## config.mk

```make
export PLATFORM = sky130hd
export DESIGN_NAME = rgb_packer
export DESIGN_NICKNAME = d
export VERILOG_FILES = /design/src/verilog/pix_pkg.sv /design/src/verilog/rgb_packer.sv
export SDC_FILE = /design/constraint.sdc
export NUM_CORES = 1
export LEC_CHECK = 0
export ABC_CLOCK_PERIOD_IN_PS = 800
export BUFFER_PORTS_ARGS = -buffer_cell sky130_fd_sc_hd__clkbuf_2
export CORE_MARGIN = 2
export CORE_UTILIZATION = 28
export DETAILED_ROUTE_END_ITERATION = 12
export PLACE_DENSITY = 0.74
export SYNTH_ARGS = -nofsm -noshare
export SYNTH_HDL_FRONTEND = slang
export SYNTH_SLANG_ARGS = --single-unit
```

## constraint.sdc

```tcl
create_clock -name ccd_pixel_clk -period 0.8 [get_ports ccd_pixel_clk]
set_clock_uncertainty 0.05 [all_clocks]
set_input_delay 0.16 -clock ccd_pixel_clk [delete_from_list [all_inputs] [get_ports ccd_pixel_clk]]
set_output_delay 0.16 -clock ccd_pixel_clk [all_outputs]
set_load 0.1 [all_outputs]
```

## src/verilog/pix_pkg.sv

```systemverilog
/*
  Pixel output package
  Colour component types, the packed 16-bit output word
  and the seven-segment display constants
*/
`default_nettype none

package pix_pkg;

  //======================================================================
  // Colour components
  //======================================================================
  localparam int unsigned comp_width = 12;  // Full precision per channel
  localparam int unsigned comp5_width = 5;  // Kept MSBs per channel
  localparam int unsigned word_width = 16;  // Bus word to memory side

  typedef logic [comp_width-1:0] comp_t;
  typedef logic [comp5_width-1:0] comp5_t;

  // Pad bit on top, blue in the low bits
  typedef struct packed {
    logic   pad;    // Always zero
    comp5_t red;
    comp5_t green;
    comp5_t blue;
  } rgb555_t;

  // Same word seen as bus data or as colour fields
  typedef union packed {
    logic [word_width-1:0] raw;
    rgb555_t               fields;
  } pixel_word_u;

  //======================================================================
  // Frame counter display
  //======================================================================
  localparam int unsigned hex_digits = 6;   // HEX0 to HEX5
  localparam int unsigned seg_width = 7;

  // Active low, bit 6 is segment g
  typedef logic [seg_width-1:0] seg_t;

endpackage

`default_nettype wire

```

## src/verilog/rgb_packer.sv

```systemverilog
/*
  RGB packer
  Keeps the top 5 bits of each component, clears channels whose
  switch is off and registers the 16-bit word with its strobe
*/
`default_nettype none

module rgb_packer (
  input  logic                 ccd_pixel_clk,
  input  logic                 hps_fpga_reset_n,
  input  pix_pkg::comp_t       red,
  input  pix_pkg::comp_t       green,
  input  pix_pkg::comp_t       blue,
  input  logic                 rgb_valid,
  input  logic [2:0]           channel_enable,  // 2 red, 1 green, 0 blue
  output pix_pkg::pixel_word_u pixel_word,
  output logic                 pixel_valid
);
  import pix_pkg::*;

  pixel_word_u word_next;

  // Truncate and mask
  always_comb begin
    word_next.fields.pad   = 1'b0;
    word_next.fields.red   = channel_enable[2] ? red[comp_width-1 -: comp5_width] : '0;
    word_next.fields.green = channel_enable[1] ? green[comp_width-1 -: comp5_width] : '0;
    word_next.fields.blue  = channel_enable[0] ? blue[comp_width-1 -: comp5_width] : '0;
  end

  always_ff @(posedge ccd_pixel_clk) begin
    pixel_word <= word_next;      // Payload
  end

  always_ff @(posedge ccd_pixel_clk) begin
    if (!hps_fpga_reset_n) begin
      pixel_valid <= 1'b0;
    end else begin
      pixel_valid <= rgb_valid;
    end
  end

endmodule

`default_nettype wire

```

==> reports/results.tsv <==
stage	metric	value	unit
setup_path	worstSetupStartpointType	register	
sta	slew_violations	0	
routing	m1WireLength	237	um
die	core_area	1470	um2
logic_synthesis	syn_avg_cell_area	12.7	um2
sta	fin_crit	1010	ps
die	die_x	43.3	um
grt	gr-total-overflow	0	
sta	finalHoldViolCount	0	
routing	vias	356	
die	initial_core_util	29.3	%
setup_path	path_buf_inv	1	
cts	cts_tree	yes	
finish	nets	116	
sta	timing.fmax	985	MHz
status	status	finished, violations left	
setup_path	startpoint	pixel_word[3]	
cts	path_clk_slew	80	ps
power_and_ir_drop	seqPwrFrac	46.3	%
power_and_ir_drop	p_leak	0.427	nW
logic_synthesis	netlist_area	432	um2
routing	drt_wl_total	809	um
power_and_ir_drop	p_sw	0.627	mW
power_and_ir_drop	power_frac_comb	31.8	%
power_and_ir_drop	peakVddDrop	1290	uV
routing	drc	0	
worst_hold_path	hold_class	input pin to register	
grt	grt_pass1_wl	1280	um
routing	post_drt_via_cell_ratio	4.00	
sta	tns	-3280	ps
routing	dr.max_layer_used	met4	
placement	place_ws	83.4	ps
logic_synthesis	synth-seq-cells	16	
logic_synthesis	ys_top_cells_by_count	and2_1 (16), dfxtp_1 (16), buf_4 (1), conb_1 (1)	
finish	diodes	0	
placement	dp_cells	85	
setup_path	cp_num_cells	1	
finish	final_util	64.6	%
cts	postCtsResizedCells	0	
logic_synthesis	synth_edf_count	0	
routing	postRouteAntennaNets	0	
setup_path	crit_family	flip-flops	
sta	rsz0062_at_grt	yes	
power_and_ir_drop	p_int	1.21	mW
run	cap_violations	0	
die	rows	14	
logic_synthesis	ys.flop_type	dfxtp_1	
setup_path	crit_required	590	ps
power_and_ir_drop	p_per_area	1930	nW/um2
cts	root_buffer	clkbuf_4	
routing	wl_met3	105	um
logic_synthesis	synthDominantCellAreaShare	74.2	%
logic_synthesis	yosys_warnings	0	
setup_path	crit_path_end_kind	output pin	
cts	postCtsSetupBuffers	0	
setup_path	path_cells	buf_12	
routing	routed-wl-met2	463	um
routing	drt-initial-drc-count	0	
logic_synthesis	async_flop_share	0	%
setup_path	crit_fanout	1	
grt	grt_pass1_vias	348	
die	die_h	43.3	um
cts	clock_sinks	16	
sta	setup_ws	-215	ps
power_and_ir_drop	p_clk_share	21.9	%
setup_path	critical_path.endpoint	pixel_word[3]	
placement	port-buffer-count	36	
die	pin_count	59	
logic_synthesis	syn_nets	76	
sta	fin_crit_sh	127	%
logic_synthesis	postSynthCellCount	34	
setup_path	crit_type	register to output pin	
placement	hpwlAfterDp	747	um
logic_synthesis	synth_cell_type_count	4	
power_and_ir_drop	swShare	34.1	%
grt	antenna_found_initial	0	
setup_path	cpMaxStageDelayCell	dfxtp_4	
sta	setup_viol	16	
logic_synthesis	synth_largest_area_cell	dfxtp_1	
logic_synthesis	yosysSeqAreaShare	74.2	%
grt	grt_max_degree	10	
placement	placed_cell_area	925	um2
finish	area_delta_synth_final	120	%
grt	track_usage	9.81	%
status	violations	negative setup slack	
die	die-area	1870	um2
setup_path	cp.arrival	800	ps
finish	final_cells	89	
logic_synthesis	ys_top_cells_by_area	dfxtp_1 (74%), and2_1 (23%), buf_4 (1.7%)	
cts	cts_max_path_buffers	2	
finish	finalInstanceArea	951	um2
cts	hold_buffers	0	
placement	routabilityCongestion	0.670	
setup_path	cpPeakStageDelay	360	ps
cts	numCtsBuffers	3	
cts	h-tree-depth	1	
routing	drtPass1Iterations	1	
finish	drive_gt1_share	75.3	%
routing	wl_per_cell	9.09	um
state kept, by name (all words and copies together) (netlist names):
name         count
pixel_valid      1
pixel_word      15
kinds of logic (layout without fill, tap and decap cells):
kind of cell / after synthesis / in the layout / synth area share [%]
flip-flops: 16 / 16 / 74.2
other: 1 / 1 / 0.869
buffers and inverters: 1 / 40 / 1.74
AND/OR/NAND/NOR: 16 / 16 / 23.2
area by class of cell:
cell class / instances / area, um2
fillers: 120 / 520
repair buffers: 36 / 420
flip-flops and latches: 16 / 380
multi-input cells: 17 / 104
clock buffers: 3 / 22.5
well taps: 16 / 20.0
clock inverters: 1 / 3.75
worst min-delay path by stage:
| stage | from | endpoint | slack, ps | cells after the start |
|---|---|---|---|---|
| after global routing | red[10] | pixel_word[13] | 20 | 2 |
| after CTS | green[10] | pixel_word[8] | 20 | 2 |
| after global placement | green[10] | pixel_word[8] | 310 | 2 |
| after detailed placement | red[10] | pixel_word[13] | 320 | 2 |
| final | green[10] | pixel_word[8] | 30 | 2 |
| after floorplan | rgb_valid | pixel_valid | 230 | 1 |
power groups by stage:
stage	registers (mW)	clock network, mW	logic (mW)
2_1_floorplan	1.16	0	0.0495
3_3_place_gp	0.868	0	0.583
3_5_place_dp	0.872	0	0.589
4_1_cts	0.853	0.436	0.589
5_1_grt	0.856	0.464	0.602
6_report	0.851	0.403	0.584
repair_timing:
| item | 4_1_cts | 5_1_grt |
|---|---|---|
| gates cloned | 0 | 0 |
| setup endpoints to repair | 16 | 16 |
| endpoints found under the hold margin | 0 | 0 |
per-stage QoR:
step | hold WS (ps) | total power [mW]
2_1_floorplan | 231 | 1.21
6_report | 31.4 | 1.84
3_3_place_gp | 310 | 1.45
5_1_grt | 19.1 | 1.92
4_1_cts | 19.5 | 1.88
3_5_place_dp | 317 | 1.46
routing by layer:
layer  GRT usage (%)  vias up
met2            18.2       23
met1            7.43      153
met3            4.68        2
met4            7.27        0
li1                -      178
met5               0        -
placed cells by master (no fill, tap or decap), drive strengths merged:
master	instances
clkbuf	23
and2	16
dfxtp	16
buf	16
conb	1
clkinv	1
Note: power is estimated with default switching activity, not from simulation.
