[src/verilog/cam_pkg.sv]
/*
  Camera sensor package
  Raw sample width, line buffer depth and the counter types
  used by the capture and demosaic stages
*/
`default_nettype none

package cam_pkg;

  //======================================================================
  // Sensor sample
  //======================================================================
  localparam int unsigned raw_width = 12;   // DM5 sensor ADC bits

  typedef logic [raw_width-1:0] raw_pixel_t;

  //======================================================================
  // Frame geometry
  //======================================================================
  localparam int unsigned line_width_max = 640;  // VGA line
  localparam int unsigned line_addr_width = $clog2(line_width_max);

  // Column or row index
  typedef logic [15:0] coord_t;

  // Accepted frames since reset
  typedef logic [31:0] frame_count_t;

endpackage

`default_nettype wire

[src/verilog/pix_pkg.sv]
/*
  Pixel output package
  Colour component types, the packed 16-bit output word
  and the seven-segment display constants
*/
`default_nettype none

package pix_pkg;

  //======================================================================
  // Colour components
  //======================================================================
  localparam int unsigned comp_width = 12;  // Full precision per channel
  localparam int unsigned comp5_width = 5;  // Kept MSBs per channel
  localparam int unsigned word_width = 16;  // Bus word to memory side

  typedef logic [comp_width-1:0] comp_t;
  typedef logic [comp5_width-1:0] comp5_t;

  // Pad bit on top, blue in the low bits
  typedef struct packed {
    logic   pad;    // Always zero
    comp5_t red;
    comp5_t green;
    comp5_t blue;
  } rgb555_t;

  // Same word seen as bus data or as colour fields
  typedef union packed {
    logic [word_width-1:0] raw;
    rgb555_t               fields;
  } pixel_word_u;

  //======================================================================
  // Frame counter display
  //======================================================================
  localparam int unsigned hex_digits = 6;   // HEX0 to HEX5
  localparam int unsigned seg_width = 7;

  // Active low, bit 6 is segment g
  typedef logic [seg_width-1:0] seg_t;

endpackage

`default_nettype wire

[src/verilog/frame_count_display.sv]
/*
  Frame count display
  Shows the low 24 bits of the frame counter as six hex digits
  on active-low seven-segment outputs, hex0 least significant
*/
`default_nettype none

module frame_count_display (
  input  logic                  ccd_pixel_clk,
  input  logic                  hps_fpga_reset_n,
  input  cam_pkg::frame_count_t frame_count,
  output pix_pkg::seg_t         hex0,
  output pix_pkg::seg_t         hex1,
  output pix_pkg::seg_t         hex2,
  output pix_pkg::seg_t         hex3,
  output pix_pkg::seg_t         hex4,
  output pix_pkg::seg_t         hex5
);
  import pix_pkg::*;

  seg_t seg_q [hex_digits];

  // Nibble to segments, gfedcba
  function automatic seg_t seg_lut(input logic [3:0] nibble);
    case (nibble)
      4'h0: seg_lut = 7'b1000000;
      4'h1: seg_lut = 7'b1111001;
      4'h2: seg_lut = 7'b0100100;
      4'h3: seg_lut = 7'b0110000;
      4'h4: seg_lut = 7'b0011001;
      4'h5: seg_lut = 7'b0010010;
      4'h6: seg_lut = 7'b0000010;
      4'h7: seg_lut = 7'b1111000;
      4'h8: seg_lut = 7'b0000000;
      4'h9: seg_lut = 7'b0010000;
      4'ha: seg_lut = 7'b0001000;
      4'hb: seg_lut = 7'b0000011;   // Lower case b
      4'hc: seg_lut = 7'b1000110;
      4'hd: seg_lut = 7'b0100001;   // Lower case d
      4'he: seg_lut = 7'b0000110;
      default: seg_lut = 7'b0001110;  // F
    endcase
  endfunction

  always_ff @(posedge ccd_pixel_clk) begin
    for (int i = 0; i < hex_digits; i++) begin
      if (!hps_fpga_reset_n) begin
        seg_q[i] <= seg_lut(4'h0);    // Count is zero after reset
      end else begin
        seg_q[i] <= seg_lut(frame_count[4*i +: 4]);
      end
    end
  end

  assign hex0 = seg_q[0];
  assign hex1 = seg_q[1];
  assign hex2 = seg_q[2];
  assign hex3 = seg_q[3];
  assign hex4 = seg_q[4];
  assign hex5 = seg_q[5];

endmodule

`default_nettype wire

[config.mk]
export PLATFORM = sky130hd
export DESIGN_NAME = frame_count_display
export DESIGN_NICKNAME = d
export VERILOG_FILES = /design/src/verilog/cam_pkg.sv /design/src/verilog/pix_pkg.sv /design/src/verilog/frame_count_display.sv
export SDC_FILE = /design/constraint.sdc
export NUM_CORES = 1
export LEC_CHECK = 0
export BUFFER_PORTS_ARGS = -buffer_cell sky130_fd_sc_hd__buf_2
export CORE_AREA = 2 2 96 98
export CTS_BUF_LIST = sky130_fd_sc_hd__clkbuf_4 sky130_fd_sc_hd__clkbuf_8
export CTS_CLUSTER_DIAMETER = 30
export DETAILED_ROUTE_END_ITERATION = 6
export DIE_AREA = 0 0 98 100
export GPL_TIMING_DRIVEN = 0
export SYNTH_ARGS = -nofsm -noshare
export SYNTH_HDL_FRONTEND = slang
export SYNTH_SLANG_ARGS = --single-unit
export TNS_END_PERCENT = 100
[constraint.sdc]
create_clock -name ccd_pixel_clk -period 1 [get_ports ccd_pixel_clk]
set_clock_uncertainty 0.1 [all_clocks]
set_input_delay 0.1 -clock ccd_pixel_clk [delete_from_list [all_inputs] [get_ports ccd_pixel_clk]]
set_output_delay 0.1 -clock ccd_pixel_clk [all_outputs]
set_load 0.01 [all_outputs]
==> run_results.csv <==
group,metric,value,unit
timing,slew_headroom,76.1,%
floorplan,rows,35,
setup_path,crit_type,"in2reg",
setup_path,critPathArrivalTime,1.10,ns
synth,avgSynthCellArea,9.37,sq um
pwr,p_leak,1.53,nW
grt,antenna_found_initial,0,
detailed_routing,vias,2197,
finish,diodes,0,
floorplan,die_area,9800,sq um
detailed_routing,avgViaCountPerCell,4.83,
synth,synth_cell_type_count,30,
setup_path,critPathCaptureType,"flop",
finish,largest_reg_flops,42,
setup_path,start_kind,"primary input",
synth,synth-edff-count,0,
timing,setup_viol,0,
clock_tree,cts.path.max_buffers,2,
clock_tree,cts_tree,"yes",
synth,synth-simple-area-share,14.1,%
synth,ys.flop_type,"dfxtp_1",
place,routabilityCongestion,0.806,
detailed_routing,wl_per_cell,13.1,um
detailed_routing,final_antenna_net_count,0,
synth,synth_xor_area_share,0,%
timing,period_share,97.6,%
pwr,power.density,1280,nW/um^2
synth,netlist_instances,274,
grt,overflow,0,
clock_tree,clockRootBuffer,"clkbuf_8",
grt,grt_pass1_wl,9460,um
clock_tree,cts_buffers,5,
grt,grt_pass1_vias,2117,
setup_path,cp_cell_sequence,"buf_2, inv_2, ha_2, or4b_1, o21ai_2",
grt,grt_util_all_layers,11.8,%
clock_tree,cts_sinks,42,
setup_path,crit_slowest_cell,"or4b_1",
place,hpwl,4530,um
detailed_routing,routed_wl,5960,um
setup_path,critPathMaxFanout,6,
detailed_routing,drt_iter0_markers,42,
timing,maxSlewViolCount,0,
timing,layout_setup_ws,0.0239,ns
grt,grt_max_degree,14,
place,io_buffer_count,61,
synth,synth_top_family_by_area,"adder cells",
finish,reg_top3,"seg_q (42)",
synth,muxShareOfSynthArea,9.11,%
synth,yosys_warnings,0,
synth,synth_seq_area_share,32.7,%
floorplan,die_y,100,um
synth,yosys.area.top_type,"dfxtp_1",
synth,syn_nets,350,
min_path,hold_end,"seg_q[0][6]",
synth,synth_compound_area_share,17.1,%
clock_tree,clk_pin_slew,0.08,ns
place,preCtsSetupSlack,-0.263,ns
floorplan,die_x,98,um
synth,synth_adder_area_share,20.5,%
min_path,min_from,"frame_count[2]",
timing,worstMarginPinSlew,0.358,ns
synth,synthTopCellsByArea,"dfxtp_1, ha_1, mux2i_1",
min_path,whs_path_depth,2,
floorplan,initial_core_util,28.9,%
status,status,"finished, final reports clean",
finish,drive_gt1_share,28.2,%
finish,area_growth,22.7,%
detailed_routing,drt_pre_antenna_iters,4,
synth,synth.top_cell.area_share,32.7,%
synth,yosys_register_bits,42,
timing,fin_crit,0.976,ns
min_path,hp-class,"in2reg",
place,dpl.cell_count,446,
floorplan,pin_count,76,
timing,max_freq,1020,MHz
timing,hold_viol_final,0,
setup_path,worstPathRequired,1.12,ns
finish,nets,419,
flow_run,maxCapViolations,0,
floorplan,placeableCoreArea,8890,sq um
setup_path,max_stage_delay,0.51,ns
detailed_routing,drcViolationCount,0,
synth,netlist_area,2570,sq um
pwr,peakVddDrop,0.567,mV
synth,async_flop_share,0,%
clock_tree,postCtsSetupBuffers,0,
clock_tree,h-tree-depth,2,
finish,fin_cells,455,
finish,top_register,"seg_q",
-- worst max-delay path: cells and delay by family --
family / cells / cell delay (ns)
and+or+nand+nor: 1 / 0.51
adders and majority gates: 1 / 0.18
buffers and inverters: 2 / 0.22
AOI/OAI and AO/OA: 1 / 0.08
-- layer usage --
metal / track usage, % / vias to the layer above / part of all wire, %
met4: 4.27 / 0 / 0.92
met2: 20.7 / 65 / 48
met3: 2.23 / 7 / 4.5
met1: 14.4 / 1028 / 46
met5: 0 / - / 0
li1: - / 1097 / -
-- cell usage in the layout, fill, tap and decap left out, types with 2 or more instances in the layout --
master and n:
inv_2 5, o21ai_0 13, or4bb_1 2, buf_4 5, mux2i_1 20, ha_1 39
nand4bb_1 2, a21oi_1 20, a2bb2oi_1 6, buf_2 65, clkbuf_8 5, and2_1 2
nand2_1 18, o311ai_0 6, ha_2 3, clkbuf_1 3, dfxtp_1 41, nand4_1 5
o21ai_1 7, nor2b_1 14, inv_1 9, buf_6 4, o22ai_1 12, nor2_1 12
mux2_2 3, nand3b_1 2, o211a_1 2, nand2b_1 7
-- Yosys cell counts, drive strengths merged (3+ instances only) --
library cell and n:
a21oi 20, a2bb2oi 6, buf 13, clkbuf 3, dfxtp 42, ha 42
inv 14, mux2 3, mux2i 20, nand2 18, nand2b 7, nand4 5
nor2 13, nor2b 14, o21ai 21, o22ai 12, o311ai 6
-- area by class of cell --
type                            count  area (sq um)
Fill cell                         930          5740
Multi-Input combinational cell    202          1570
Sequential cell                    42           842
Timing Repair Buffer               62           315
Tap cell                          111           139
Buffer                             16           114
Clock buffer                        6          76.3
Inverter                           14          52.6
Clock inverter                      2          37.5
-- metrics by stage --
stage / util, % / total power, mW / hold WS (ns) / area, sq um / TNS [ns]
6_report: 35.4 / 4.03 / 0.00822 / 3150 / 0
5_1_grt: 35.4 / 4.26 / 0.00764 / 3150 / -0.00983
4_1_cts: 35.4 / 4.11 / 0.00363 / 3150 / 0
3_5_place_dp: 34.0 / 2.69 / 0.284 / 3020 / -6.34
3_3_place_gp: 34.0 / 2.67 / 0.278 / 3020 / -6.58
2_1_floorplan: - / 2.38 / 0.143 / 2580 / -0.0109
-- worst max-delay path by stage --
stage | from | depth (start not counted) | slack [ns] | to
CTS | seg_q[1][6] | 1 | 0.04 | hex1[6]
detailed placement | frame_count[4] | 6 | -0.26 | seg_q[1][6]
finish | frame_count[0] | 5 | 0.02 | seg_q[0][5]
global route | frame_count[0] | 5 | -0.01 | seg_q[0][5]
floorplan | frame_count[0] | 4 | -0.01 | seg_q[0][5]
global placement | frame_count[20] | 6 | -0.27 | seg_q[5][6]
-- cell families after synthesis --
family                   count (synthesis)
AND/OR/NAND/NOR                         66
multiplexers                            23
AO/OA/AOI/OAI                           71
buffers and inverters                   30
adder cells (fa/ha/maj)                 42
flip-flops                              42
-- power by group --
| part | internal, mW | switching, mW |
|---|---|---|
| sequential | 1.78 | 0.0249 |
| combinational | 0.362 | 0.481 |
| clock | 0.773 | 0.605 |
| total | 2.92 | 1.11 |
-- repair_timing --
item / CTS / global route
endpoints found under the hold margin: 2 / 0
hold buffers: 1 / 0
setup endpoints to repair: 0 / 3
gates resized for setup: 0 / 3
No activity file was read; power rests on OpenSTA's default activity.
