--- src/verilog/cam_pkg.sv ---
/*
  Camera sensor package
  Raw sample width, line buffer depth and the counter types
  used by the capture and demosaic stages
*/
`default_nettype none

package cam_pkg;

  //======================================================================
  // Sensor sample
  //======================================================================
  localparam int unsigned raw_width = 12;   // DM5 sensor ADC bits

  typedef logic [raw_width-1:0] raw_pixel_t;

  //======================================================================
  // Frame geometry
  //======================================================================
  localparam int unsigned line_width_max = 640;  // VGA line
  localparam int unsigned line_addr_width = $clog2(line_width_max);

  // Column or row index
  typedef logic [15:0] coord_t;

  // Accepted frames since reset
  typedef logic [31:0] frame_count_t;

endpackage

`default_nettype wire

--- src/verilog/ccd_stream_if.sv ---
/*
  Captured pixel stream
  Raw sample with its valid and position, from capture to demosaic
*/
`default_nettype none

interface ccd_stream_if;
  import cam_pkg::*;

  raw_pixel_t data;   // Sensor sample
  logic       dval;   // Sample belongs to an accepted frame
  coord_t     x;      // Column of data
  coord_t     y;      // Row of data

  modport source (
    output data, dval, x, y
  );

  modport sink (
    input data, dval, x, y
  );

endinterface

`default_nettype wire

--- src/verilog/ccd_capture.sv ---
/*
  CCD capture
  Registers the sensor pins, runs and stops acquisition from the
  start and stop keys, counts accepted frames and tags every valid
  sample with its column and row. Two cycles from pin sample to dval
*/
`default_nettype none

module ccd_capture (
  input  logic                  ccd_pixel_clk,
  input  logic                  hps_fpga_reset_n,
  input  cam_pkg::raw_pixel_t   ccd_data,
  input  logic                  ccd_fval,
  input  logic                  ccd_lval,
  input  logic                  start_n,
  input  logic                  stop_n,
  ccd_stream_if.source          stream,
  output cam_pkg::frame_count_t frame_count
);
  import cam_pkg::*;

  raw_pixel_t data_pin;             // Pin stage
  raw_pixel_t data_dly;             // Edge detect stage
  logic       fval_pin, lval_pin;
  logic       fval_dly, lval_dly;
  logic       lval_out;             // Line valid aligned with stream
  logic       running;              // Set by start key
  logic       accepted;             // Current frame is being captured
  logic       fval_rise, fval_fall;
  logic       lval_fall;
  logic       frame_start;

  // Edges seen between pin stage and delay stage
  assign fval_rise = fval_pin & ~fval_dly;
  assign fval_fall = ~fval_pin & fval_dly;
  // Line end seen on the stream side so x holds until the last sample
  assign lval_fall = lval_out & ~lval_dly;
  // Stop key has priority over a new frame
  assign frame_start = fval_rise & running & stop_n;

  //======================================================================
  // Data path, no reset
  //======================================================================
  always_ff @(posedge ccd_pixel_clk) begin
    data_pin    <= ccd_data;
    data_dly    <= data_pin;
    stream.data <= data_dly;
  end

  //======================================================================
  // Control
  //======================================================================
  always_ff @(posedge ccd_pixel_clk) begin
    if (!hps_fpga_reset_n) begin
      fval_pin    <= 1'b0;
      lval_pin    <= 1'b0;
      fval_dly    <= 1'b0;
      lval_dly    <= 1'b0;
      lval_out    <= 1'b0;
      running     <= 1'b0;
      accepted    <= 1'b0;
      stream.dval <= 1'b0;
      stream.x    <= '0;
      stream.y    <= '0;
      frame_count <= '0;
    end else begin
      fval_pin <= ccd_fval;
      lval_pin <= ccd_lval;
      fval_dly <= fval_pin;
      lval_dly <= lval_pin;
      lval_out <= lval_dly;

      // Run flag, stop wins when both keys are down
      if (!stop_n) begin
        running <= 1'b0;
      end else if (!start_n) begin
        running <= 1'b1;
      end

      // Frame acceptance ends at once on stop
      if (!stop_n || fval_fall) begin
        accepted <= 1'b0;
      end else if (frame_start) begin
        accepted <= 1'b1;
      end

      if (frame_start) begin
        frame_count <= frame_count + 1'b1;
      end

      stream.dval <= lval_dly & accepted;   // Gated line valid

      // Column counter
      if (frame_start || lval_fall) begin
        stream.x <= '0;
      end else if (stream.dval) begin
        stream.x <= stream.x + coord_t'(1);
      end

      // Row counter
      if (frame_start) begin
        stream.y <= '0;
      end else if (lval_fall && accepted) begin
        stream.y <= stream.y + coord_t'(1);
      end
    end
  end

endmodule

`default_nettype wire

--- src/flat_wrapper.sv ---
// flat-port wrapper written by rule: the top's interface ports become plain ports
module ccd_capture_flat import cam_pkg::*;
  (ccd_pixel_clk, hps_fpga_reset_n, ccd_data, ccd_fval, ccd_lval, start_n, stop_n, frame_count, stream_data, stream_dval, stream_x, stream_y);
  ccd_stream_if stream_i ();
  input  logic ccd_pixel_clk;
  input  logic hps_fpga_reset_n;
  input  cam_pkg::raw_pixel_t ccd_data;
  input  logic ccd_fval;
  input  logic ccd_lval;
  input  logic start_n;
  input  logic stop_n;
  output cam_pkg::frame_count_t frame_count;
  output wire logic [$bits(stream_i.data)-1:0] stream_data;
  output wire logic [$bits(stream_i.dval)-1:0] stream_dval;
  output wire logic [$bits(stream_i.x)-1:0] stream_x;
  output wire logic [$bits(stream_i.y)-1:0] stream_y;
  assign stream_data = stream_i.data;
  assign stream_dval = stream_i.dval;
  assign stream_x = stream_i.x;
  assign stream_y = stream_i.y;
  ccd_capture u_core (.ccd_pixel_clk(ccd_pixel_clk), .hps_fpga_reset_n(hps_fpga_reset_n), .ccd_data(ccd_data), .ccd_fval(ccd_fval), .ccd_lval(ccd_lval), .start_n(start_n), .stop_n(stop_n), .stream(stream_i), .frame_count(frame_count));
endmodule
--- config.mk ---
export PLATFORM = sky130hd
export DESIGN_NAME = ccd_capture_flat
export DESIGN_NICKNAME = d
export VERILOG_FILES = /design/src/verilog/cam_pkg.sv /design/src/verilog/ccd_stream_if.sv /design/src/verilog/ccd_capture.sv /design/src/flat_wrapper.sv
export SDC_FILE = /design/constraint.sdc
export NUM_CORES = 1
export LEC_CHECK = 0
export BUFFER_PORTS_ARGS = -buffer_cell sky130_fd_sc_hd__buf_2
export CAP_MARGIN = 20
export CORE_AREA = 2 2 93 131
export CTS_CLUSTER_DIAMETER = 30
export CTS_CLUSTER_SIZE = 40
export DETAILED_ROUTE_END_ITERATION = 8
export DIE_AREA = 0 0 95 133
export PLACE_DENSITY = 0.56
export SLEW_MARGIN = 10
export SYNTH_ARGS = -nofsm -noshare
export SYNTH_HDL_FRONTEND = slang
export SYNTH_SLANG_ARGS = --single-unit
--- constraint.sdc ---
create_clock -name ccd_pixel_clk -period 3 [get_ports ccd_pixel_clk]
set_clock_uncertainty 0.1 [all_clocks]
set_input_delay 0.6 -clock ccd_pixel_clk [delete_from_list [all_inputs] [get_ports ccd_pixel_clk]]
set_output_delay 0.6 -clock ccd_pixel_clk [all_outputs]
set_load 0.02 [all_outputs]
==> impl_summary.log, run 1 <==
[metrics] outcome: completed
[metrics] basic-gate share of the synthesized area counting and, or, nand and nor cells: between 20% and 30%
[metrics] Top Family by Delay on Critical Path: simple AND/OR/NAND/NOR gates
[metrics] total track usage: 15.0%
[metrics] Die Y-Extent: 133 um
[metrics] share of async-settable or async-resettable flops after synthesis: 0%
[metrics] total clock buffers created by CTS: 9
[metrics] total count of max-transition violations in the final report: 0
[metrics] clk sink count: about 110
[metrics] Final Hold Viols: 0
[metrics] Worst IR Drop VDD: ~0.22 mV
[metrics] total of hold buffers inserted after clock tree synthesis: 0
[metrics] Post-DP HPWL: roughly 6.5 mm
[metrics] number of warnings printed during yosys synthesis: 0
[metrics] main combinational cell family by area after synthesis: simple AND/OR/NAND/NOR gates
[metrics] drt first pass iters: 4
[metrics] Critical Path Fanout Max: 17
[metrics] CTS resizes: 0
[metrics] Detail Route Antenna Nets: 0
[metrics] data required time at the worst endpoint: 3.17 ns
[metrics] RSZ-0062 raised after global routing: false
[metrics] effective utilization at floorplan: around a third
[metrics] Worst-path clk slew: 0.07 ns
[metrics] post-CTS setup repair buffer count: 0
[metrics] final clock period utilization by the worst path: slightly below 80%
[metrics] Clk Tree Root Cell: clkbuf_16
[metrics] Synth Area in Adders: less than 1%
[metrics] initial antenna violation count: 0
[metrics] element type at the critical path start: flip-flop
[metrics] post-detailed-routing wire length: between 9 and 10 mm
[metrics] most frequently used flop master after synthesis: dfxtp_1
[metrics] vias in the first global route: roughly 3,100
[metrics] crit end category: flip-flop
[metrics] count of unresolved DRC violations after routing: 0
[metrics] IO Pins: between 90 and 100
[metrics] commonest non-fill, non-tap cells in the layout: 108 x dfxtp_1, 94 x buf_2, 32 x nand2_1, 32 x a21oi_1, 31 x nor2_1
[metrics] Hold WC Path Type: reg -> reg
[metrics] multiplexer fraction of the synthesized cell area: around 1.0%
[metrics] mean number of vias per cell: 5.06
[metrics] utilization after layout: about two fifths
[metrics] most common cell after layout, fill and taps aside: dfxtp_1
[metrics] post-synthesis net count: 431
[metrics] routed wire length per instance: 14.0 um
[metrics] wire length of the first global-routing pass: 15.0 mm
[metrics] Port-buffer cells: 94
[metrics] share of cells above drive strength 1: a little under a quarter
[metrics] Critical Path Most Common Cell: or4_1
[metrics] compound-cell area share of the yosys netlist: about a tenth
[metrics] register area share after synthesis: a little over half
[metrics] standard-cell rows: between 40 and 50
[metrics] synth-to-layout area growth: 22.5%
[metrics] Via Count: about 3,300
[metrics] cell count after synthesis: 410
[metrics] Netlist Area Pre-Place: between 3000 and 4000 um2
[metrics] XOR/XNOR Fraction of Synth Area: about 6%
[metrics] worst setup path category: reg -> reg
[metrics] critical path cell sequence: nand4_1 -> or4_1 -> or4_1 -> a21oi_1
[metrics] number of placed cells counting well taps: 639
[metrics] Worst EP arrival: around 2.6 ns
[metrics] filler-free cell count of the finished design: 655
[metrics] area of the placeable core: 11,600 um2
[metrics] measured slew at the worst slew-check pin: between 0.6 and 0.7 ns
[metrics] Static Leak: 0.00190 uW
[metrics] H-Tree Level Count: 3
[metrics] largest net degree at the start of global routing: 31
[metrics] DRC violation total after the first TritonRoute iteration: 106
[metrics] maximum frequency from static timing analysis: 419 MHz
[metrics] number of nets in the layout: 524
[metrics] number of enable flip-flop cells after synthesis: 0
[metrics] cell area power density: between 500 and 600 nW/um2
[metrics] CTS tree: built
[metrics] Worst R2R Setup Slack: around 0.61 ns
[metrics] x dimension of the die: between 90 and 100 um
[metrics] diode insertion count for antenna repair: 0
[metrics] Clock Tree Buf Depth: 2
[metrics] syn avg cell area: roughly 9.6 um2
[metrics] post-route minimum period: roughly 2.4 ns
[metrics] worst slew slack as a fraction of its limit: 53.8%
[metrics] Overflow after GRT: 0
[metrics] #FFs+latches synth: ~110
[metrics] RePlAce Congestion: ~0.73
[metrics] maxcap violations: 0
[metrics] Synth cell types: 37
[metrics] Crit-path slowest cell: or4_1
[metrics] stage delay of the slowest cell on the critical path: about 0.8 ns
[metrics] Die Area: approximately 13,000 um2
[metrics] setup violators final: 0
[metrics] summed negative setup slack over all endpoints: 0 ns
[metrics] count of buffer and inverter cells on the critical path: 0
[metrics] Skew-Pair Late Insertion Delay: between 0.3 and 0.4 ns
[through the flow]
step                      total power, uW  cell area, um2  setup WS, ns  hold WS [ns]
after detailed placement             1560            4560         0.476         0.212
after global routing                 2780            4840         0.431         0.230
after CTS                            2710            4840         0.589         0.231
after floorplan                      1530            3950         0.846         0.210
after global placement               1560            4560         0.503         0.210
final                                2660            4840         0.615         0.229
[sequential cells by signal, indices dropped and copies added, names as in the netlist]
signal / count
u_core.frame_count: 32
u_core.stream.x: 16
u_core.stream.y: 16
u_core.data_dly: 12
u_core.data_pin: 12
u_core.stream.data: 12
u_core.accepted: 1
u_core.fval_dly: 1
u_core.fval_pin: 1
u_core.lval_dly: 1
u_core.lval_out: 1
u_core.lval_pin: 1
u_core.running: 1
u_core.stream.dval: 1
[Yosys cell counts, types with 3 or more instances]
cell / n / area (um2)
nor4_1: 7 / 43.8
nand2_1: 32 / 120
mux2i_1: 4 / 40.0
a21oi_1: 32 / 160
clkbuf_1: 11 / 41.3
nor3_1: 5 / 25.0
or3_1: 14 / 87.6
and2_1: 9 / 56.3
and4_1: 6 / 52.6
inv_1: 13 / 48.8
ha_1: 3 / 37.5
nand4_1: 18 / 113
o31ai_1: 10 / 75.1
o41ai_1: 3 / 26.3
nor2_1: 31 / 116
or3_2: 5 / 37.5
xnor2_1: 12 / 105
dfxtp_1: 108 / 2160
o21ai_0: 16 / 80.1
nand3_1: 18 / 90.1
nand4b_1: 5 / 43.8
xor2_1: 15 / 131
or4_1: 11 / 82.6
nand2b_1: 3 / 18.8
and3_1: 3 / 18.8
[layer usage]
layer,wire length (um),global-route usage (%),up-vias
li1,-,-,1662
met5,0,0,-
met4,140,5.31,0
met3,399,3.99,9
met1,3950,18.1,1571
met2,4660,25.5,73
[report_power, final]
part | internal (uW) | switching (uW) | leakage (uW)
clock | 581 | 555 | 0.000136
combinational | 19.6 | 39.4 | 0.000883
sequential | 1460 | 8.35 | 0.000885
[final timing paths]
| path | from | endpoint | cells past startpoint |
|---|---|---|---|
| setup / recovery | u_core.frame_count[4] | u_core.frame_count[28] | 4 |
| hold / removal | u_core.data_dly[9] | u_core.stream.data[9] | 0 |
| setup reg to reg | u_core.frame_count[4] | u_core.frame_count[28] | 4 |
| hold reg to reg | u_core.data_dly[9] | u_core.stream.data[9] | 0 |
[cell families (layout without fill, tap and decap cells)]
family / after synthesis / in the layout
adder cells (fa/ha/maj): 3 / 3
XOR/XNOR: 27 / 27
multiplexers: 4 / 4
AND/OR/NAND/NOR: 175 / 175
flip-flops: 108 / 108
buffers and inverters: 27 / 125
AO/OA/AOI/OAI: 66 / 66
[cell type report]
class,count,area (um2)
Multi-Input combinational cell,275,1680
Clock buffer,10,229
Inverter,13,48.8
Timing Repair Buffer,96,485
Clock inverter,6,53.8
Tap cell,147,184
Sequential cell,108,2160
Fill cell,1165,6740
Note: power is estimated with default switching activity, not from simulation.
==> inputs of run 2 (changes only) <==
- ABC_AREA: unset -> 1
- CORE_AREA: 2 2 93 131 -> 2 2 97 136
- DIE_AREA: 0 0 95 133 -> 0 0 99 138
- PLACE_DENSITY: 0.56 -> 0.58
- clock period: 3 -> 2 ns (I/O delays scaled with it)
==> run 2 against run 1 <==
Net effect:
- clock-buffer cell count down 1
- first-iteration DRC count decreased by 2.8%
- maximum frequency rose by 43%
- synthesized cell count up 36%
- area after synthesis is 7.9% higher
- routed wire length is 3.1% higher
- cell count is 25% higher
- non-clock buffer count rose by 6
- setup slack got worse by 0.28 ns
- global-route usage decreased by 0.68 points
- final area up 8.4%
- sequential cell count unchanged
- critical endpoint unchanged
- largest power group unchanged
==> impl_summary.log, run 2 <==
[metrics] number of nets in the layout: around 690
[metrics] initial antenna violation count: 0
[metrics] worst setup path category: reg -> reg
[metrics] met2 Resource Use GR: between 20 and 25%
[metrics] Place WS: 0.325 ns
[metrics] CTS tree: built
[metrics] measured slew at the worst slew-check pin: ~0.31 ns
[metrics] Netlist Area Pre-Place: 4260 um2
[metrics] Most flops, register: u_core.frame_count
[metrics] IO Pins: 95
[metrics] count of unresolved DRC violations after routing: 0
[metrics] Worst-path clk slew: around 0.08 ns
[metrics] share of cells above drive strength 1: 23.5%
[metrics] most common cell after layout, fill and taps aside: nand2_1
[metrics] Critical Path Fanout Max: 4
[metrics] max FFs per register: 32
[metrics] final clock period utilization by the worst path: a little over 80%
[metrics] worst slew slack as a fraction of its limit: about 80%
[metrics] Skew-Pair Late Insertion Delay: roughly 0.34 ns
[metrics] post-CTS setup repair buffer count: 0
[metrics] compound-cell area share of the yosys netlist: 7.60%
[metrics] RSZ-0062 raised after global routing: false
[metrics] Hold WC Path Type: in -> reg
[metrics] most heavily used metal layer in global routing: met2
[metrics] number of warnings printed during yosys synthesis: 0
[metrics] H-Tree Level Count: 3
[metrics] cell area power density: approximately 780 nW/um2
[metrics] # fillers: between 1,000 and 1,500
[metrics] R2R depth: 10
[metrics] Via Count: between 3,000 and 4,000
[metrics] CTS resizes: 0
[metrics] maxcap violations: 0
[metrics] maximum frequency from static timing analysis: 601 MHz
[metrics] post-route minimum period: 1.66 ns
[metrics] total clock buffers created by CTS: 9
[metrics] mean number of vias per cell: between 4 and 5
[metrics] area of the placeable core: 12,600 um2
[metrics] register area share after synthesis: 50.7%
[metrics] post-route setup slack: 0.337 ns
[metrics] post-synthesis net count: 580
[metrics] biggest registers after layout: u_core.frame_count: 32 flops, u_core.stream.x: 16 flops, u_core.stream.y: 16 flops
[metrics] most frequently used flop master after synthesis: dfxtp_1
[metrics] Synth cell types: 33
[metrics] standard-cell rows: 49
[metrics] #FFs+latches synth: 108
[metrics] Detail Route Antenna Nets: 0
[metrics] Overflow after GRT: 0
[metrics] syn avg cell area: 7.63 um2
[metrics] DRC violation total after the first TritonRoute iteration: just over 100
[metrics] data required time at the worst endpoint: 2.19 ns
[metrics] synth-to-layout area growth: 23.1%
[metrics] hold slack final: about 0.047 ns
[metrics] XOR/XNOR Fraction of Synth Area: 0.616%
[metrics] multiplexer fraction of the synthesized cell area: less than 1%
[metrics] diode insertion count for antenna repair: 0
[metrics] Synth Area in Adders: 0.880%
[metrics] wire length of the first global-routing pass: between 15 and 20 mm
[metrics] utilization after layout: between 40% and 50%
[metrics] effective utilization at floorplan: between 30% and 40%
[metrics] post-detailed-routing wire length: around 9.4 mm
[metrics] global routing met1 resource utilization: between 10% and 20%
[metrics] number of enable flip-flop cells after synthesis: 0
[metrics] setup violators final: 0
[metrics] drt first pass iters: 4
[metrics] Static Leak: between 0.002 and 0.0025 uW
[metrics] vias in the first global route: ~3,600
[metrics] Post-DP HPWL: 7.24 mm
[metrics] cell count after synthesis: between 500 and 600
[metrics] commonest non-fill, non-tap cells in the layout: 136 x nand2_1, 108 x dfxtp_1, 94 x buf_2
[metrics] Worst EP arrival: about 1.9 ns
[metrics] element type at the critical path start: flip-flop
[metrics] share of async-settable or async-resettable flops after synthesis: 0%
[metrics] Final Hold Viols: 0
[metrics] Die Area: around 14,000 um2
[metrics] outcome: completed
[metrics] Synth top area share: roughly half
[metrics] basic-gate share of the synthesized area counting and, or, nand and nor cells: approximately 32%
[metrics] Port-buffer cells: 94
[metrics] Global Route met3 Usage: under 10%
[metrics] Clk Tree Root Cell: clkbuf_16
[metrics] cell taking the most area after synthesis: dfxtp_1
[metrics] clk sink count: 108
[metrics] total of hold buffers inserted after clock tree synthesis: 0
[metrics] RePlAce Congestion: approximately 0.80
[metrics] Worst IR Drop VDD: a little under 0.5 mV
[metrics] x dimension of the die: between 90 and 100 um
[metrics] Clock Tree Buf Depth: 2
[metrics] most instantiated library cell after synthesis: nand2_1
[metrics] crit end category: flip-flop
[metrics] main combinational cell family by area after synthesis: simple AND/OR/NAND/NOR gates
[metrics] cell types with the largest area share after synthesis: dfxtp_1 51%, nand2_1 12%, nor2_1 6.9%, inv_1 6.3%, a21oi_1 4.7%
[metrics] total track usage: 14.3%
[metrics] Die Y-Extent: 138 um
[metrics] summed negative setup slack over all endpoints: 0 ns
[metrics] cell types with the highest counts after synthesis: 136 x nand2_1, 108 x dfxtp_1, 78 x nor2_1
[metrics] largest net degree at the start of global routing: 29
[metrics] total count of max-transition violations in the final report: 0
[metrics] number of cells on the worst hold path: 1
[metrics] routed wire length per instance: ~11 um
run 2: stage by stage:
stage	total power (uW)	instance area, um2	std cells
3_3_place_gp	2360	4940	806
5_1_grt	4260	5250	822
2_1_floorplan	2310	4260	559
4_1_cts	4170	5250	822
3_5_place_dp	2360	4940	806
6_report	4090	5250	822
run 2: metal layers:
layer  up-vias  routed length, um
met5         -                  0
met4         0                222
met3        20                472
met2        89               4720
met1      1698               4020
li1       1966                  -
run 2: where the power goes:
part,leakage [uW],internal (uW),switching (uW)
clock network,0.000151,900,877
registers,0.000885,2190,10.6
logic,0.00128,38.5,68.8
run 2: cell type report:
| type | count | area, um2 | share of cell area [%] |
|---|---|---|---|
| inverters | 73 | 274 | 5.22 |
| clock inverters | 7 | 83.8 | 1.60 |
| flip-flops and latches | 108 | 2160 | 41.2 |
| repair buffers | 102 | 531 | 10.1 |
| well taps | 153 | 191 | 3.65 |
| multi-input cells | 370 | 1780 | 33.9 |
| clock buffers | 9 | 225 | 4.29 |
run 2: cell families (layout without fill, tap and decap cells):
family / after synthesis / in the layout
simple gates: 300 / 300
compound gates: 63 / 63
xor+xnor: 3 / 3
mux: 1 / 1
buf+inv: 81 / 191
fa+ha+maj: 3 / 3
flops: 108 / 108
run 2: path summary, 6_finish.rpt:
path	start	endpoint	slack (ns)
max	u_core.frame_count[1]	u_core.frame_count[28]	0.34
min	ccd_data[2]	u_core.data_pin[2]	0.05
max reg2reg	u_core.frame_count[1]	u_core.frame_count[28]	0.34
min reg2reg	u_core.data_dly[11]	u_core.stream.data[11]	0.23
run 2: critical path, cell delays in order (launching register included):
cell and delay [ns]:
dfxtp_1 0.38, ha_1 0.19, inv_1 0.06, nor2_2 0.16
nand3_2 0.15, nor2_2 0.16, buf_4 0.15, nand3_2 0.06
nand2_1 0.06, nand2_1 0.04, nor2_1 0.08
==> inputs of run 3 (changes only) <==
- ABC_AREA: 1 -> 0
- CORE_AREA: 2 2 97 136 -> 2 2 93 131
- DIE_AREA: 0 0 99 138 -> 0 0 95 133
- PLACE_DENSITY: 0.58 -> 0.59
- clock period: 2 -> 1.4 ns (I/O delays scaled with it)
==> run 3 against run 2 <==
Net effect:
- the run now ends with negative setup slack left
- sequential cell count is the same
- via count grew 3.9%
- sequential power rose by 41%
- clock-buffer cell count up 1
- maximum frequency is 18% lower
==> impl_summary.log, run 3 (same netlist as run 1, synthesis figures left out) <==
[metrics] outcome: finished, violations left
[metrics] violations in the final reports: negative setup slack
[metrics] diode insertion count for antenna repair: 0
[metrics] critical path cell sequence: nand4b_1 -> buf_4 -> buf_4 -> or4_4 -> or3_2 -> a21oi_1
[metrics] number of placed cells counting well taps: ~730
[metrics] Worst EP arrival: about 2.2 ns
[metrics] area of the placeable core: between 10,000 and 15,000 um2
[metrics] commonest non-fill, non-tap cells in the layout: 103 x buf_4, 75 x buf_2, 64 x dfxtp_1
[metrics] area taken by multi-input logic gates: 2110 um2
[metrics] Place WS: -0.696 ns
[metrics] area taken by flip-flops and latches: between 2000 and 2500 um2
[metrics] summed negative setup slack over all endpoints: -15.33 ns
[metrics] # fillers: 1,026
[metrics] maximum frequency from static timing analysis: 492 MHz
[metrics] Most flops, register: u_core.frame_count
[metrics] RePlAce Congestion: 0.813
[metrics] post-detailed-routing wire length: roughly 11 mm
[metrics] Crit-path slowest cell: or4_4
[metrics] wire length of the first global-routing pass: 17.1 mm
[metrics] Final Hold Viols: 0
[metrics] worst slew slack as a fraction of its limit: approximately 67%
[metrics] Top Family by Delay on Critical Path: simple AND/OR/NAND/NOR gates
[metrics] measured slew at the worst slew-check pin: around 0.50 ns
[metrics] worst setup path category: reg -> reg
[metrics] crit end category: flip-flop
[metrics] count of unresolved DRC violations after routing: 0
[metrics] Via Count: approximately 4,000
[metrics] mean number of vias per cell: approximately 5.0
[metrics] stage delay of the slowest cell on the critical path: around 0.46 ns
[metrics] post-route minimum period: roughly 2 ns
[metrics] Detail Route Antenna Nets: 0
[metrics] element type at the critical path start: flip-flop
[metrics] Clock Tree Buf Depth: 2
[metrics] vias in the first global route: about 3,600
[metrics] cell area power density: between 800 and 900 nW/um2
[metrics] number of nets in the layout: between 600 and 700
[metrics] setup violators final: between 50 and 60
[metrics] Die Area: 12,600 um2
[metrics] Port-buffer cells: between 90 and 100
[metrics] Hold WC Path Type: in -> reg
[metrics] CTS tree: built
[metrics] total clock buffers created by CTS: 9
[metrics] Overflow after GRT: 0
[metrics] Worst IR Drop VDD: approximately 0.54 mV
[metrics] effective utilization at floorplan: between 30% and 40%
[metrics] Static Leak: between 0.002 and 0.003 uW
[metrics] DRC violation total after the first TritonRoute iteration: 100
[metrics] hold slack final: 0.0450 ns
[metrics] synth-to-layout area growth: 66.2%
[metrics] most common cell after layout, fill and taps aside: buf_4
[metrics] Critical Path Fanout Max: 6
[metrics] clk sink count: roughly 110
[metrics] post-route setup slack: -0.631 ns
[metrics] data required time at the worst endpoint: between 1.5 and 2 ns
[metrics] max FFs per register: 32
[metrics] Clk Tree Root Cell: clkbuf_16
[metrics] standard-cell rows: 47
[metrics] Die Y-Extent: 133 um
[metrics] Critical Path Most Common Cell: buf_4
[metrics] initial antenna violation count: 0
[metrics] H-Tree Level Count: 3
[metrics] total count of max-transition violations in the final report: 0
[metrics] Skew-Pair Late Insertion Delay: between 0.3 and 0.4 ns
[metrics] count of buffer and inverter cells on the critical path: 2
[metrics] RSZ-0062 raised after global routing: true
[metrics] drt first pass iters: 4
[metrics] post-placement cell area: between 5000 and 6000 um2
[metrics] filler-free cell count of the finished design: 786
[metrics] Worst-path clk slew: ~0.070 ns
[metrics] total track usage: between 10% and 20%
[metrics] final cell area excluding filler cells: ~6600 um2
[metrics] largest net degree at the start of global routing: 24
[metrics] final clock period utilization by the worst path: 145%
[metrics] IO Pins: 95
[metrics] share of cells above drive strength 1: between 50 and 60%
[metrics] maxcap violations: 0
[metrics] x dimension of the die: around 95 um
[metrics] biggest registers after layout: u_core.frame_count: 32 flops, u_core.stream.x: 16 flops, u_core.stream.y: 16 flops
[metrics] routed wire length per instance: roughly 14 um
[metrics] Post-DP HPWL: between 7 and 8 mm
==> run 3: changes by cell type in the layout (fill, tap and decap cells not counted), moves of 27 or more <==
cell,change
dfxtp_4,+27
inv_1,-59
nor2_1,-51
nand2_1,-106
buf_6,+33
buf_4,+95
dfxtp_1,-44
==> run 3: what timing repair did <==
action / 4_1_cts / 5_1_grt
resized for setup: 35 / 87
endpoints found under the hold margin: 13 / 0
hold buffers: 13 / 0
setup endpoints to repair: 56 / 68
setup buffers: 1 / 23
gates cloned: 1 / 3
pin swaps: 7 / 47
==> run 3: metal layers <==
metal	wire length (um)	track usage (%)	part of all wire [%]
met2	6230	30.6	55
met1	4510	19.1	40
met4	188	6.84	1.6
met3	463	3.82	4.1
met5	0	0	0
==> run 3: worst register-to-register path: cells and delay by family (launching register included) <==
kind,cells,cell delay (ns)
buffers and inverters,2,0.32
DFF,1,0.32
AOI/OAI and AO/OA,1,0.12
and+or+nand+nor,3,1.12
==> run 3: through the flow <==
step,total power [uW],util [%]
global route,5960,56.7
floorplan,3250,-
global placement,3320,47.4
CTS,5800,52.4
finish,5740,56.7
detailed placement,3320,47.4
==> run 3: cell type report <==
cell class | count | share of cell area (%)
Clock buffer | 10 | 3.49
Clock inverter | 6 | 0.762
Inverter | 13 | 0.743
Multi-Input combinational cell | 277 | 32.1
Sequential cell | 108 | 34.8
Tap cell | 147 | 2.80
Timing Repair Buffer | 225 | 25.4
==> run 3: report_power, final <==
group / total, uW / internal, uW / switching (uW)
sequential: 3100 / 3080 / 15.1
combinational: 218 / 105 / 113
clock: 2430 / 1240 / 1190
total: 5740 / 4430 / 1310
==> run 3: path summary, 6_finish.rpt <==
path	depth (start not counted)	start	to	slack, ns
max	6	u_core.fval_dly	u_core.frame_count[14]	-0.63
min	2	ccd_fval	u_core.fval_pin	0.05
max reg2reg	6	u_core.fval_dly	u_core.frame_count[14]	-0.63
min reg2reg	0	u_core.data_pin[6]	u_core.data_dly[6]	0.23
